==> config.mk <==
export PLATFORM = sky130hd
export DESIGN_NAME = link_kernel
export DESIGN_NICKNAME = d
export VERILOG_FILES = /design/src/source/link_pkg.sv /design/src/source/link_calib_master.sv /design/src/source/link_channel_in.sv /design/src/source/link_channel_out.sv /design/src/source/link_kernel.sv
export VERILOG_INCLUDE_DIRS = /design/src /design/src/source
export SDC_FILE = /design/constraint.sdc
export NUM_CORES = 1
export LEC_CHECK = 0
export ABC_AREA = 1
export BUFFER_PORTS_ARGS = -buffer_cell sky130_fd_sc_hd__buf_2
export CAP_MARGIN = 10
export CORE_ASPECT_RATIO = 1.4
export CORE_UTILIZATION = 26
export DETAILED_ROUTE_END_ITERATION = 7
export GPL_TIMING_DRIVEN = 0
export REMOVE_ABC_BUFFERS = 1
export SYNTH_ARGS = -nofsm -noshare
export SYNTH_HDL_FRONTEND = slang
export SYNTH_SLANG_ARGS = --single-unit
==> constraint.sdc <==
create_clock -name io_master_clk_i -period 2.6 [get_ports io_master_clk_i]
set_input_delay 0.39 -clock io_master_clk_i [delete_from_list [all_inputs] [get_ports io_master_clk_i]]
set_output_delay 0.39 -clock io_master_clk_i [all_outputs]
set_load 0.02 [all_outputs]
==> src/source/link_macros.svh <==
`ifndef LINK_MACROS_SVH
`define LINK_MACROS_SVH

// ----------------------------------------
// link geometry
// ----------------------------------------

// number of lanes on the link
`define LINK_CHANNELS 2
// data bits carried per line word
`define LINK_WIDTH 8
// log2 of input fifo depth, also the starting credit count
`define LINK_LG_FIFO_DEPTH 3
// log2 of words consumed per returned token
`define LINK_LG_DECIMATION 1

// ----------------------------------------
// calibration sequence
// ----------------------------------------

// idle cycles after reset before the slave gets reset
`define LINK_WAIT_CYCLES 16
// cycles the slave reset line is held high
`define LINK_PREPARE_CYCLES 12
// cycles the test pattern is driven on every lane
`define LINK_TEST_CYCLES 8
// word the input side must snoop for a lane to pass
`define LINK_CALIB_PATTERN 8'hA5
// lanes allowed to go active after calibration
`define LINK_CHANNEL_SELECT 2'b11

`endif

==> src/source/link_pkg.sv <==
`default_nettype none

`include "link_macros.svh"

package link_pkg;

  // one data word on a lane
  typedef logic [`LINK_WIDTH-1:0] link_data_t;

  // word as it travels on line and core ports
  // valid sits in the msb, data below it
  typedef struct packed {
    logic       valid;
    link_data_t data;
  } link_word_t;

  // credit count, one extra bit so a full fifo worth fits
  typedef logic [`LINK_LG_FIFO_DEPTH:0] link_credit_t;

  // one bit per lane
  typedef logic [`LINK_CHANNELS-1:0] link_chan_mask_t;

  // calibration master sequence
  typedef enum logic [1:0] {
    CALIB_WAIT,
    CALIB_PREPARE,
    CALIB_TEST,
    CALIB_DONE
  } calib_state_e;

endpackage

`default_nettype wire

==> src/source/link_calib_master.sv <==
`timescale 1ns/10ps
`default_nettype none

`include "link_macros.svh"

module link_calib_master
  (input  logic                                       io_master_clk_i
  ,input  logic                                       reset_i
  // last valid word seen by each input lane
  ,input  link_pkg::link_data_t [`LINK_CHANNELS-1:0] snoop_i
  // channel controls
  ,output logic                                       prepare_o
  ,output logic                                       override_o
  // reset line toward the slave
  ,output logic                                       slave_reset_o
  ,output logic                                       calib_done_o
  ,output link_pkg::link_chan_mask_t                  active_o);

  // one counter shared by all phases, sized for the longest
  localparam int cnt_width_lp =
    $clog2(`LINK_WAIT_CYCLES + `LINK_PREPARE_CYCLES + `LINK_TEST_CYCLES);

  link_pkg::calib_state_e    state_r;
  link_pkg::calib_state_e    state_n;
  logic [cnt_width_lp-1:0]   cnt_r;
  logic                      slave_reset_r;
  logic                      done_r;
  link_pkg::link_chan_mask_t active_r;
  link_pkg::link_chan_mask_t match;

  // ----------------------------------------
  // phase sequencing
  // ----------------------------------------

  // wait ends one cycle early because the slave reset
  // line is a registered copy of the prepare state
  always_comb begin
    state_n = state_r;
    case (state_r)
      link_pkg::CALIB_WAIT:
        if (cnt_r == cnt_width_lp'(`LINK_WAIT_CYCLES - 2))
          state_n = link_pkg::CALIB_PREPARE;
      link_pkg::CALIB_PREPARE:
        if (cnt_r == cnt_width_lp'(`LINK_PREPARE_CYCLES - 1))
          state_n = link_pkg::CALIB_TEST;
      link_pkg::CALIB_TEST:
        if (cnt_r == cnt_width_lp'(`LINK_TEST_CYCLES - 1))
          state_n = link_pkg::CALIB_DONE;
      // done holds until the next reset
      default:
        state_n = link_pkg::CALIB_DONE;
    endcase
  end

  always_ff @(posedge io_master_clk_i) begin
    if (reset_i) begin
      state_r <= link_pkg::CALIB_WAIT;
      cnt_r   <= '0;
    end else begin
      state_r <= state_n;
      // restart count on every phase change, park once done
      if (state_n != state_r)
        cnt_r <= '0;
      else if (state_r != link_pkg::CALIB_DONE)
        cnt_r <= cnt_r + 1'b1;
    end
  end

  // channels get reset and credits reloaded during prepare
  assign prepare_o  = (state_r == link_pkg::CALIB_PREPARE);
  // output lanes drive the pattern during test
  assign override_o = (state_r == link_pkg::CALIB_TEST);

  // ----------------------------------------
  // slave reset and lane activation
  // ----------------------------------------

  // lane passes if it snooped the pattern and is selected
  always_comb begin
    for (int i = 0; i < `LINK_CHANNELS; i++) begin
      match[i] = (snoop_i[i] == `LINK_CALIB_PATTERN);
    end
  end

  always_ff @(posedge io_master_clk_i) begin
    if (reset_i) begin
      slave_reset_r <= 1'b0;
      done_r        <= 1'b0;
      active_r      <= '0;
    end else begin
      slave_reset_r <= prepare_o;
      // first done cycle latches the result, so done and mask rise together
      if ((state_r == link_pkg::CALIB_DONE) && !done_r) begin
        done_r   <= 1'b1;
        active_r <= match & `LINK_CHANNEL_SELECT;
      end
    end
  end

  assign slave_reset_o = slave_reset_r;
  assign calib_done_o  = done_r;
  assign active_o      = active_r;

endmodule

`default_nettype wire

==> src/source/link_channel_in.sv <==
`timescale 1ns/10ps
`default_nettype none

`include "link_macros.svh"

module link_channel_in
  (input  logic                 io_master_clk_i
  ,input  logic                 reset_i
  // fifo stays cleared until calibration finishes
  ,input  logic                 calib_done_i
  // incoming line
  ,input  link_pkg::link_word_t tline_i
  // core receive side, valid/yumi
  ,output link_pkg::link_word_t core_out_o
  ,input  logic                 core_yumi_i
  // one cycle strobe back to the sender
  ,output logic                 token_o
  // last valid line word, for calibration
  ,output link_pkg::link_data_t snoop_o);

  localparam int depth_lp = 1 << `LINK_LG_FIFO_DEPTH;

  link_pkg::link_data_t           mem_r [depth_lp];
  // extra msb tells full from empty
  logic [`LINK_LG_FIFO_DEPTH:0]   wr_ptr_r;
  logic [`LINK_LG_FIFO_DEPTH:0]   rd_ptr_r;
  logic                           fifo_reset;
  logic                           enq;
  logic                           deq;
  logic                           empty;
  logic [`LINK_LG_DECIMATION-1:0] dec_r;
  logic                           token_r;
  link_pkg::link_data_t           snoop_r;

  // ----------------------------------------
  // input fifo
  // ----------------------------------------

  assign fifo_reset = reset_i | ~calib_done_i;

  // sender credits keep the fifo from ever overflowing
  assign enq   = tline_i.valid & ~fifo_reset;
  assign empty = (wr_ptr_r == rd_ptr_r);
  assign deq   = core_yumi_i & ~empty;

  // storage, written at the edge the word arrives
  always_ff @(posedge io_master_clk_i) begin
    if (enq)
      mem_r[wr_ptr_r[`LINK_LG_FIFO_DEPTH-1:0]] <= tline_i.data;
  end

  always_ff @(posedge io_master_clk_i) begin
    if (fifo_reset) begin
      wr_ptr_r <= '0;
      rd_ptr_r <= '0;
    end else begin
      if (enq)
        wr_ptr_r <= wr_ptr_r + 1'b1;
      if (deq)
        rd_ptr_r <= rd_ptr_r + 1'b1;
    end
  end

  // head word, valid whenever something is queued
  assign core_out_o = '{valid: ~empty, data: mem_r[rd_ptr_r[`LINK_LG_FIFO_DEPTH-1:0]]};

  // ----------------------------------------
  // token return
  // ----------------------------------------

  // count dequeues, strobe once per full decimation batch
  always_ff @(posedge io_master_clk_i) begin
    if (fifo_reset) begin
      dec_r   <= '0;
      token_r <= 1'b0;
    end else begin
      token_r <= deq & (dec_r == '1);
      if (deq)
        dec_r <= dec_r + 1'b1;
    end
  end

  assign token_o = token_r;

  // snoop runs even while the fifo is held, that is when
  // the calibration pattern shows up
  always_ff @(posedge io_master_clk_i) begin
    if (reset_i)
      snoop_r <= '0;
    else if (tline_i.valid)
      snoop_r <= tline_i.data;
  end

  assign snoop_o = snoop_r;

endmodule

`default_nettype wire

==> src/source/link_channel_out.sv <==
`timescale 1ns/10ps
`default_nettype none

`include "link_macros.svh"

module link_channel_out
  (input  logic                 io_master_clk_i
  ,input  logic                 reset_i
  // from calibration master
  ,input  logic                 prepare_i
  ,input  logic                 override_i
  ,input  logic                 active_i
  // core send side, valid/ready
  ,input  link_pkg::link_word_t core_in_i
  ,output logic                 core_ready_o
  // one cycle strobe per returned token
  ,input  logic                 token_i
  // outgoing line
  ,output link_pkg::link_word_t tline_o);

  link_pkg::link_credit_t credits_r;
  link_pkg::link_credit_t token_credits;
  logic                   accept;
  link_pkg::link_word_t   line_n;
  logic                   line_valid_r;
  link_pkg::link_data_t   line_data_r;

  // ----------------------------------------
  // credit flow control
  // ----------------------------------------

  // no sending until calibration marks the lane active
  assign core_ready_o = active_i & (credits_r != '0);
  assign accept       = core_in_i.valid & core_ready_o;

  // each token stands for a decimated batch of freed slots
  assign token_credits = token_i ?
    link_pkg::link_credit_t'(1 << `LINK_LG_DECIMATION) : '0;

  always_ff @(posedge io_master_clk_i) begin
    if (reset_i)
      credits_r <= '0;
    // start with one credit per remote fifo slot
    else if (prepare_i)
      credits_r <= link_pkg::link_credit_t'(1 << `LINK_LG_FIFO_DEPTH);
    // spend and refill may land in the same cycle
    else
      credits_r <= credits_r - link_pkg::link_credit_t'(accept) + token_credits;
  end

  // ----------------------------------------
  // line driver
  // ----------------------------------------

  // calibration pattern wins over core traffic
  always_comb begin
    if (override_i)
      line_n = '{valid: 1'b1, data: `LINK_CALIB_PATTERN};
    else if (accept)
      line_n = core_in_i;
    else
      line_n = '{valid: 1'b0, data: line_data_r};
  end

  always_ff @(posedge io_master_clk_i) begin
    if (reset_i)
      line_valid_r <= 1'b0;
    else
      line_valid_r <= line_n.valid;
  end

  // data only moves with a valid word, line stays quiet otherwise
  always_ff @(posedge io_master_clk_i) begin
    if (line_n.valid)
      line_data_r <= line_n.data;
  end

  assign tline_o = '{valid: line_valid_r, data: line_data_r};

endmodule

`default_nettype wire

==> src/source/link_kernel.sv <==
`timescale 1ns/10ps
`default_nettype none

`include "link_macros.svh"

module link_kernel
  (input  logic                                       io_master_clk_i
  ,input  logic                                       reset_i
  // core send
  ,input  link_pkg::link_word_t [`LINK_CHANNELS-1:0] core_in_i
  ,output link_pkg::link_chan_mask_t                  core_ready_o
  // core receive
  ,output link_pkg::link_word_t [`LINK_CHANNELS-1:0] core_out_o
  ,input  link_pkg::link_chan_mask_t                  core_yumi_i
  // line side
  ,output link_pkg::link_word_t [`LINK_CHANNELS-1:0] tline_o
  ,input  link_pkg::link_word_t [`LINK_CHANNELS-1:0] tline_i
  // token strobes, out for received words, in for sent ones
  ,output link_pkg::link_chan_mask_t                  token_o
  ,input  link_pkg::link_chan_mask_t                  token_i
  // calibration status
  ,output logic                                       slave_reset_o
  ,output logic                                       calib_done_o
  ,output link_pkg::link_chan_mask_t                  active_channels_o);

  logic                                       prepare;
  logic                                       override;
  link_pkg::link_data_t [`LINK_CHANNELS-1:0] snoop;

  // ----------------------------------------
  // calibration master
  // ----------------------------------------

  link_calib_master calib
    (.io_master_clk_i(io_master_clk_i)
    ,.reset_i        (reset_i)
    ,.snoop_i        (snoop)
    ,.prepare_o      (prepare)
    ,.override_o     (override)
    ,.slave_reset_o  (slave_reset_o)
    ,.calib_done_o   (calib_done_o)
    ,.active_o       (active_channels_o));

  // ----------------------------------------
  // per lane output and input sides
  // ----------------------------------------

  for (genvar i = 0; i < `LINK_CHANNELS; i++) begin : ch

    // sends core words, spends credits, refilled by tokens
    link_channel_out sso
      (.io_master_clk_i(io_master_clk_i)
      ,.reset_i        (reset_i)
      ,.prepare_i      (prepare)
      ,.override_i     (override)
      ,.active_i       (active_channels_o[i])
      ,.core_in_i      (core_in_i[i])
      ,.core_ready_o   (core_ready_o[i])
      ,.token_i        (token_i[i])
      ,.tline_o        (tline_o[i]));

    // queues line words, returns tokens, snoops for calibration
    link_channel_in ssi
      (.io_master_clk_i(io_master_clk_i)
      ,.reset_i        (reset_i)
      ,.calib_done_i   (calib_done_o)
      ,.tline_i        (tline_i[i])
      ,.core_out_o     (core_out_o[i])
      ,.core_yumi_i    (core_yumi_i[i])
      ,.token_o        (token_o[i])
      ,.snoop_o        (snoop[i]));

  end

endmodule

`default_nettype wire

==> impl_results.md, run 1 <==
- Crit path cell chain: clkinvlp_4, buf_4, buf_12, nor2_1, o21ai_0, nand2_1, nand2_1, buf_2
- HP Class: in -> reg
- Pin count of the biggest net entering global routing: 35
- CP most frequent cell: nand2_1
- XOR/XNOR share of the synthesized area: 0.919%
- Pwr/cell area: 668 nW/µm²
- CP bufs+invs: 4
- Reg clk slew, reported paths: 70 ps
- ANT cells: 0
- CTS root buf: clkbuf_16
- Worst slew pin tran: 1030 ps
- Worst Path Class, Setup: reg -> out
- Achievable Freq: 405 MHz
- Chip Height: 217 µm
- Initial detailed-routing violation count: 369
- Commonest non-fill, non-tap cell in the layout: nor2_1
- I/O Pins: 86
- CTS tree: done
- First-pass GRT wire length: 29,600 µm
- Unrepaired setup endpoints after global routing: false
- Slowest Stage Delay on Critical Path: 580 ps
- R2R Path Start: ch[0].sso.credits_r[2]
- Crit-path max FO: 34
- Syn Inst Count: 847
- Max Slew Vio Count: 0
- Synth Area per Inst: 10.1 µm²
- Crit end category: output pin
- Yosys warns: 0
- Routed len/inst: 13.4 µm
- Worst-Skew Late Latency: 510 ps
- GRT overflow: 0
- Commonest cells after routing, fill and taps aside: nor2_1, edfxtp_1, nand2_1, o21ai_0, buf_2
- Clock sink total: 208
- Area Overhead vs Synth: 17.7%
- Outcome: completed
- Vias: 5,858
- R2R cell count: 12
- GR Util All Layers: 11.1%
- Die ar.: 33,700 µm²
- Gpl congestion: 0.742
- Total power: 0.00674 W
- Placed Cells: 1,335
- Core Box Area: 32,400 µm²
- DP HPWL: 12,400 µm
- Hold buffers post-CTS: 0
- Critical-path top delay cell: dfxtp_4
- Synthesized area: 8570 µm²
- Worst r2r dst: ch[0].sso.credits_r[3]
- Capture point of the critical path: core_out_o[16]
- Vias in the first global route: 5,813
- Setup Skew: 22.4 ps
- Post-synthesis adder-cell area fraction: 2.51%
- Die width: 155 µm
- Endpoints failing hold: 0
- Yosys reg bits: 208
- CP required: 2210 ps
- Simple-Gate Fraction of Synth Area: 16.8%
- # nets final: 986
- Rel. slew slack: 31.1%
- R2R Setup Slk: 150 ps
- Synth unique cells: 32
- Initial Util: 26.5%
- Sequential fraction of the synthesis area: 65.4%
- Mux cell area share after synthesis: 0.117%
- Worst IR drop on VDD: 0.000371 V
- Data arrival, critical path: 2080 ps
- Post-route DRC violation count: 0
- DRT Pass-1 Iters: 4
- Worst setup SP type: flip-flop
- Max cap viols: 0
- Initial antenna violation count: 0
- Compound-Gate Fraction of Synth Area: 8.97%
- Drt via density: 4.24
- Min Tclk post-route: 2470 ps
- Buffers on Ports: 85
- CTS max path bufs: 3
- Leak: 3.84 nW
- Cts bufs inserted: 19
- Delay-heaviest family, CP: buffers and inverters
- Crit share post-route: 95.0%
- Num rows: 78
- Final WL: 18,500 µm
- H-tree levels: 1
- Critical path depth: 8
- Non-Filler Instances: 1,381
- # fillers: 3,372
- Final setup vio count: 0
- Fraction of layout cells with a size suffix above 1: 16.4%
- Largest family of logic cells by synthesized area: simple AND/OR/NAND/NOR gates
- Detail Route Antenna Nets: 0
registers in the layout, indices dropped and copies added, names as in the netlist, named ones only:
| name | count |
|---|---|
| ch.ssi.snoop_o | 16 |
| ch.ssi.token_o | 2 |
| ch.ssi.dec_r | 2 |
| calib.active_o | 2 |
| ch.sso.line_valid_r | 2 |
| ch.ssi.wr_ptr_r | 8 |
| ch.ssi.mem_r | 128 |
| ch.sso.credits_r | 8 |
| calib.slave_reset_o | 1 |
| ch.sso.line_data_r | 16 |
| calib.state_r | 2 |
| calib.cnt_r | 6 |
| calib.calib_done_o | 1 |
| ch.ssi.rd_ptr_r | 8 |
through the flow:
stage | worst slack (ps) | utilization (%) | hold WS [ps] | setup TNS (ps) | instance area, µm²
2_1_floorplan | 89.2 | - | 436 | 0 | 8380
3_3_place_gp | -520 | 28.9 | 448 | -7200 | 9360
3_5_place_dp | -563 | 28.9 | 453 | -7270 | 9360
4_1_cts | 44.3 | 30.9 | 124 | 0 | 10000
5_1_grt | 5.00 | 31.1 | 140 | 0 | 10100
6_report | 130 | 31.1 | 143 | 0 | 10100
cell usage after synthesis:
library cell  number  share of area (%)
o21ai_1            9               0.53
buf_2              9               0.53
o22ai_1            1              0.073
a211oi_1           2               0.18
a31oi_1            2               0.15
clkbuf_1          17               0.74
buf_6              1               0.13
o21ai_0          111                6.5
nand2_2            6               0.44
ha_1              14                2.0
xnor2_1            3               0.31
inv_1             65                2.8
inv_2              6               0.26
mux2i_1            1               0.12
nor2_2             2               0.15
nor3_2             1               0.12
nand3_1           21                1.2
nor4_1             1              0.073
nor3_1             8               0.47
nand2_4            2               0.26
nor2_1           170                7.4
nand4_1            5               0.36
buf_4              8               0.70
dfxtp_1           64                 15
nor2_4             1               0.13
nor2_8             1               0.23
a21oi_1           27                1.6
buf_1              3               0.13
xor2_1             6               0.61
nand2_1          134                5.9
edfxtp_1         144                 50
fa_1               2               0.47
worst min path at each step:
stage	startpoint	slack, ps	endpoint	depth (start not counted)
global route	core_in_i[14]	140	ch[1].sso.line_data_r[5]	3
floorplan	ch[0].ssi.snoop_o[3]	440	ch[0].ssi.snoop_o[3]	2
detailed placement	ch[0].ssi.snoop_o[3]	450	ch[0].ssi.snoop_o[3]	2
global placement	ch[0].ssi.snoop_o[3]	450	ch[0].ssi.snoop_o[3]	2
CTS	core_in_i[14]	120	ch[1].sso.line_data_r[5]	3
finish	core_in_i[11]	140	ch[1].sso.line_data_r[2]	3
final cells by class:
class / count / area [µm²] / area share (%)
multi-input combinational: 530 / 2520 / 24.9
timing repair inverter: 2 / 15.0 / 0.149
clock buffer: 27 / 536 / 5.31
tap: 440 / 551 / 5.45
clock inverter: 7 / 66.3 / 0.657
sequential: 208 / 5620 / 55.6
inverter: 71 / 274 / 2.72
timing repair buffer: 96 / 519 / 5.15
worst reg2reg max path, stage by stage, from the launching register on:
cell	delay, ps
dfxtp_1	320
inv_1	70
ha_1	200
a31oi_1	320
nand2_2	160
inv_1	170
ha_1	160
inv_1	40
ha_1	190
fa_1	380
xnor2_1	130
o21ai_0	150
inv_1	60
where the power goes:
| group | total (W) | switching (W) | leakage [nW] | internal (W) |
|---|---|---|---|---|
| sequential | 0.00363 | 0.0000360 | 1.82 | 0.00359 |
| combinational | 0.000353 | 0.000211 | 1.72 | 0.000142 |
| clock | 0.00275 | 0.00121 | 0.296 | 0.00154 |
cell families after synthesis:
family          after synthesis
compound gates              152
simple gates                352
xor+xnor                      9
mux                           1
buf+inv                     109
flops                       208
fa+ha+maj                    16
metal layers:
metal | track usage, % | vias up | share of wire, %
met5 | 0 | - | 0
met3 | 1.35 | 30 | 3.0
li1 | - | 2981 | -
met1 | 12.4 | 2760 | 40
met2 | 20.9 | 87 | 54
met4 | 4.74 | 0 | 2.6
timing repair:
action | CTS | global route
buffers inserted | 3 | 4
cloned | 2 | 0
endpoints found under the setup margin | 16 | 18
gates resized for setup | 10 | 3
No activity file was read; power rests on OpenSTA's default activity.
==> run 2: changes to the inputs <==
--- a/config.mk
+++ b/config.mk
@@ -13,6 +13,8 @@
 export CORE_UTILIZATION = 26
 export DETAILED_ROUTE_END_ITERATION = 7
 export GPL_TIMING_DRIVEN = 0
+export HOLD_SLACK_MARGIN = 0.02
+export PLACE_DENSITY_LB_ADDON = 0.25
 export REMOVE_ABC_BUFFERS = 1
 export SYNTH_ARGS = -nofsm -noshare
 export SYNTH_HDL_FRONTEND = slang
==> impl_results.md, run 2 (synthesis results as in run 1) <==
- Fraction of layout cells with a size suffix above 1: 16.8%
- Detail Route Antenna Nets: 0
- Gpl congestion: 0.747
- Final WL: 19,800 µm
- First-pass GRT wire length: 30,300 µm
- Endpoints failing hold: 0
- Pwr/cell area: 674 nW/µm²
- Cts bufs inserted: 21
- CTS max path bufs: 3
- Die ar.: 33,700 µm²
- DP HPWL: 12,400 µm
- Pin count of the biggest net entering global routing: 35
- Worst-Skew Late Latency: 510 ps
- Achievable Freq: 416 MHz
- Max cap viols: 0
- Worst setup SP type: flip-flop
- GRT overflow: 0
- Worst Path Class, Setup: reg -> out
- Core Box Area: 32,400 µm²
- Num rows: 78
- Leak: 3.86 nW
- Commonest cells after routing, fill and taps aside: nor2_1, edfxtp_1, nand2_1, o21ai_0, buf_2
- Rel. slew slack: 24.5%
- DRT Pass-1 Iters: 4
- Vias: 5,922
- CTS tree: done
- Hold buffers post-CTS: 0
- CP bufs+invs: 1
- HP Class: in -> reg
- Outcome: completed
- Post-route DRC violation count: 0
- Slowest Stage Delay on Critical Path: 730 ps
- Final setup vio count: 0
- Placed Cells: 1,337
- Crit path cell chain: o21ai_0, o21ai_0, nand2_1, nand2_1, buf_2
- Max reg flops: 128
- Initial antenna violation count: 1
- Initial detailed-routing violation count: 243
- # nets final: 989
- Setup Skew: 16.7 ps
- Data arrival, critical path: 2020 ps
- Buffers on Ports: 85
- CP required: 2210 ps
- Commonest non-fill, non-tap cell in the layout: nor2_1
- Area Overhead vs Synth: 18.5%
- CTS root buf: clkbuf_16
- Routed len/inst: 14.2 µm
- Initial Util: 26.5%
- Chip Height: 217 µm
- Max Slew Vio Count: 0
- Worst IR drop on VDD: 0.000343 V
- Min Tclk post-route: 2410 ps
- Drt via density: 4.27
- Crit end category: output pin
- Clock sink total: 208
- Worst slew pin tran: 1130 ps
- Non-Filler Instances: 1,387
- Vias in the first global route: 5,594
- Unrepaired setup endpoints after global routing: false
- Critical-path top delay cell: dfxtp_2
- Die width: 155 µm
- Delay-heaviest family, CP: flip-flops
- Reg clk slew, reported paths: 60 ps
- Crit-path max FO: 32
- Crit share post-route: 92.5%
- H-tree levels: 1
- Setup WS post-layout: 195 ps
- Post-Place Worst Slack: -699 ps
- I/O Pins: 86
- GR Util All Layers: 11.6%
-- run 2: cell count changes in the layout (fill, tap and decap cells not counted), sizes merged --
cell,before,now
buf,95,97
clkbuf,28,26
diode,0,2
clkinv,4,8
-- run 2: metrics by stage --
step	total power (W)	instance area, µm²	utilization [%]	TNS (ps)	hold WS [ps]
6_report	0.00685	10200	31.3	0	144
5_1_grt	0.00713	10200	31.3	0	129
4_1_cts	0.00694	10100	31.2	0	115
3_5_place_dp	0.00406	9380	29.0	-10630	451
3_3_place_gp	0.00405	9360	28.9	-11130	450
2_1_floorplan	0.00393	8380	-	0	436
-- run 2: path summary, 6_finish.rpt --
kind                          startpoint                  endpoint  slack (ps)  cells after the start
hold reg to reg     ch[0].ssi.snoop_o[3]      ch[0].ssi.snoop_o[3]         460                      2
setup / recovery               flip-flop             core_out_o[6]         190                      5
hold / removal              core_in_i[0]  ch[0].sso.line_data_r[0]         140                      3
setup reg to reg  ch[0].sso.credits_r[2]    ch[0].sso.credits_r[3]         260                     12
-- run 2: where the power goes --
| group | switching [W] | internal [W] | total, W | leakage [nW] |
|---|---|---|---|---|
| combinational | 0.000215 | 0.000144 | 0.000359 | 1.72 |
| sequential | 0.0000349 | 0.00360 | 0.00363 | 1.82 |
| clock | 0.00124 | 0.00162 | 0.00286 | 0.314 |
| total | 0.00149 | 0.00536 | 0.00685 | 3.86 |
-- run 2: layout make-up --
type	count	area, µm²
repair buffers	97	526
multi-input cells	530	2530
inverters	71	274
flip-flops and latches	208	5620
clock buffers	26	554
clock inverters	11	83.8
well taps	440	551
diodes	2	5.00
repair inverters	2	15.0
fillers	3394	22200
-- run 2: per-layer routing --
| metal | global-route usage (%) | part of all wire, % | wire [µm] | vias to the layer above |
|---|---|---|---|---|
| met5 | 0 | 0 | 0 | - |
| met4 | 4.90 | 3.0 | 590 | 0 |
| met3 | 1.95 | 4.3 | 843 | 32 |
| met2 | 20.5 | 51 | 10100 | 110 |
| met1 | 13.7 | 42 | 8260 | 2790 |
| li1 | - | - | - | 2990 |
-- run 2: worst reg2reg max path: cells and delay by family, from the launching register on --
family	cells	cell delay, ps
AO/OA/AOI/OAI	2	390
XOR/XNOR	1	140
adder cells (fa/ha/maj)	4	940
buffers and inverters	4	320
flip-flops	1	310
AND/OR/NAND/NOR	1	140
-- run 2: repair_timing --
item / 4_1_cts / 5_1_grt
endpoints found under the setup margin: 16 / 16
setup buffers: 7 / 2
gates cloned: 2 / 0
resized for setup: 10 / 4
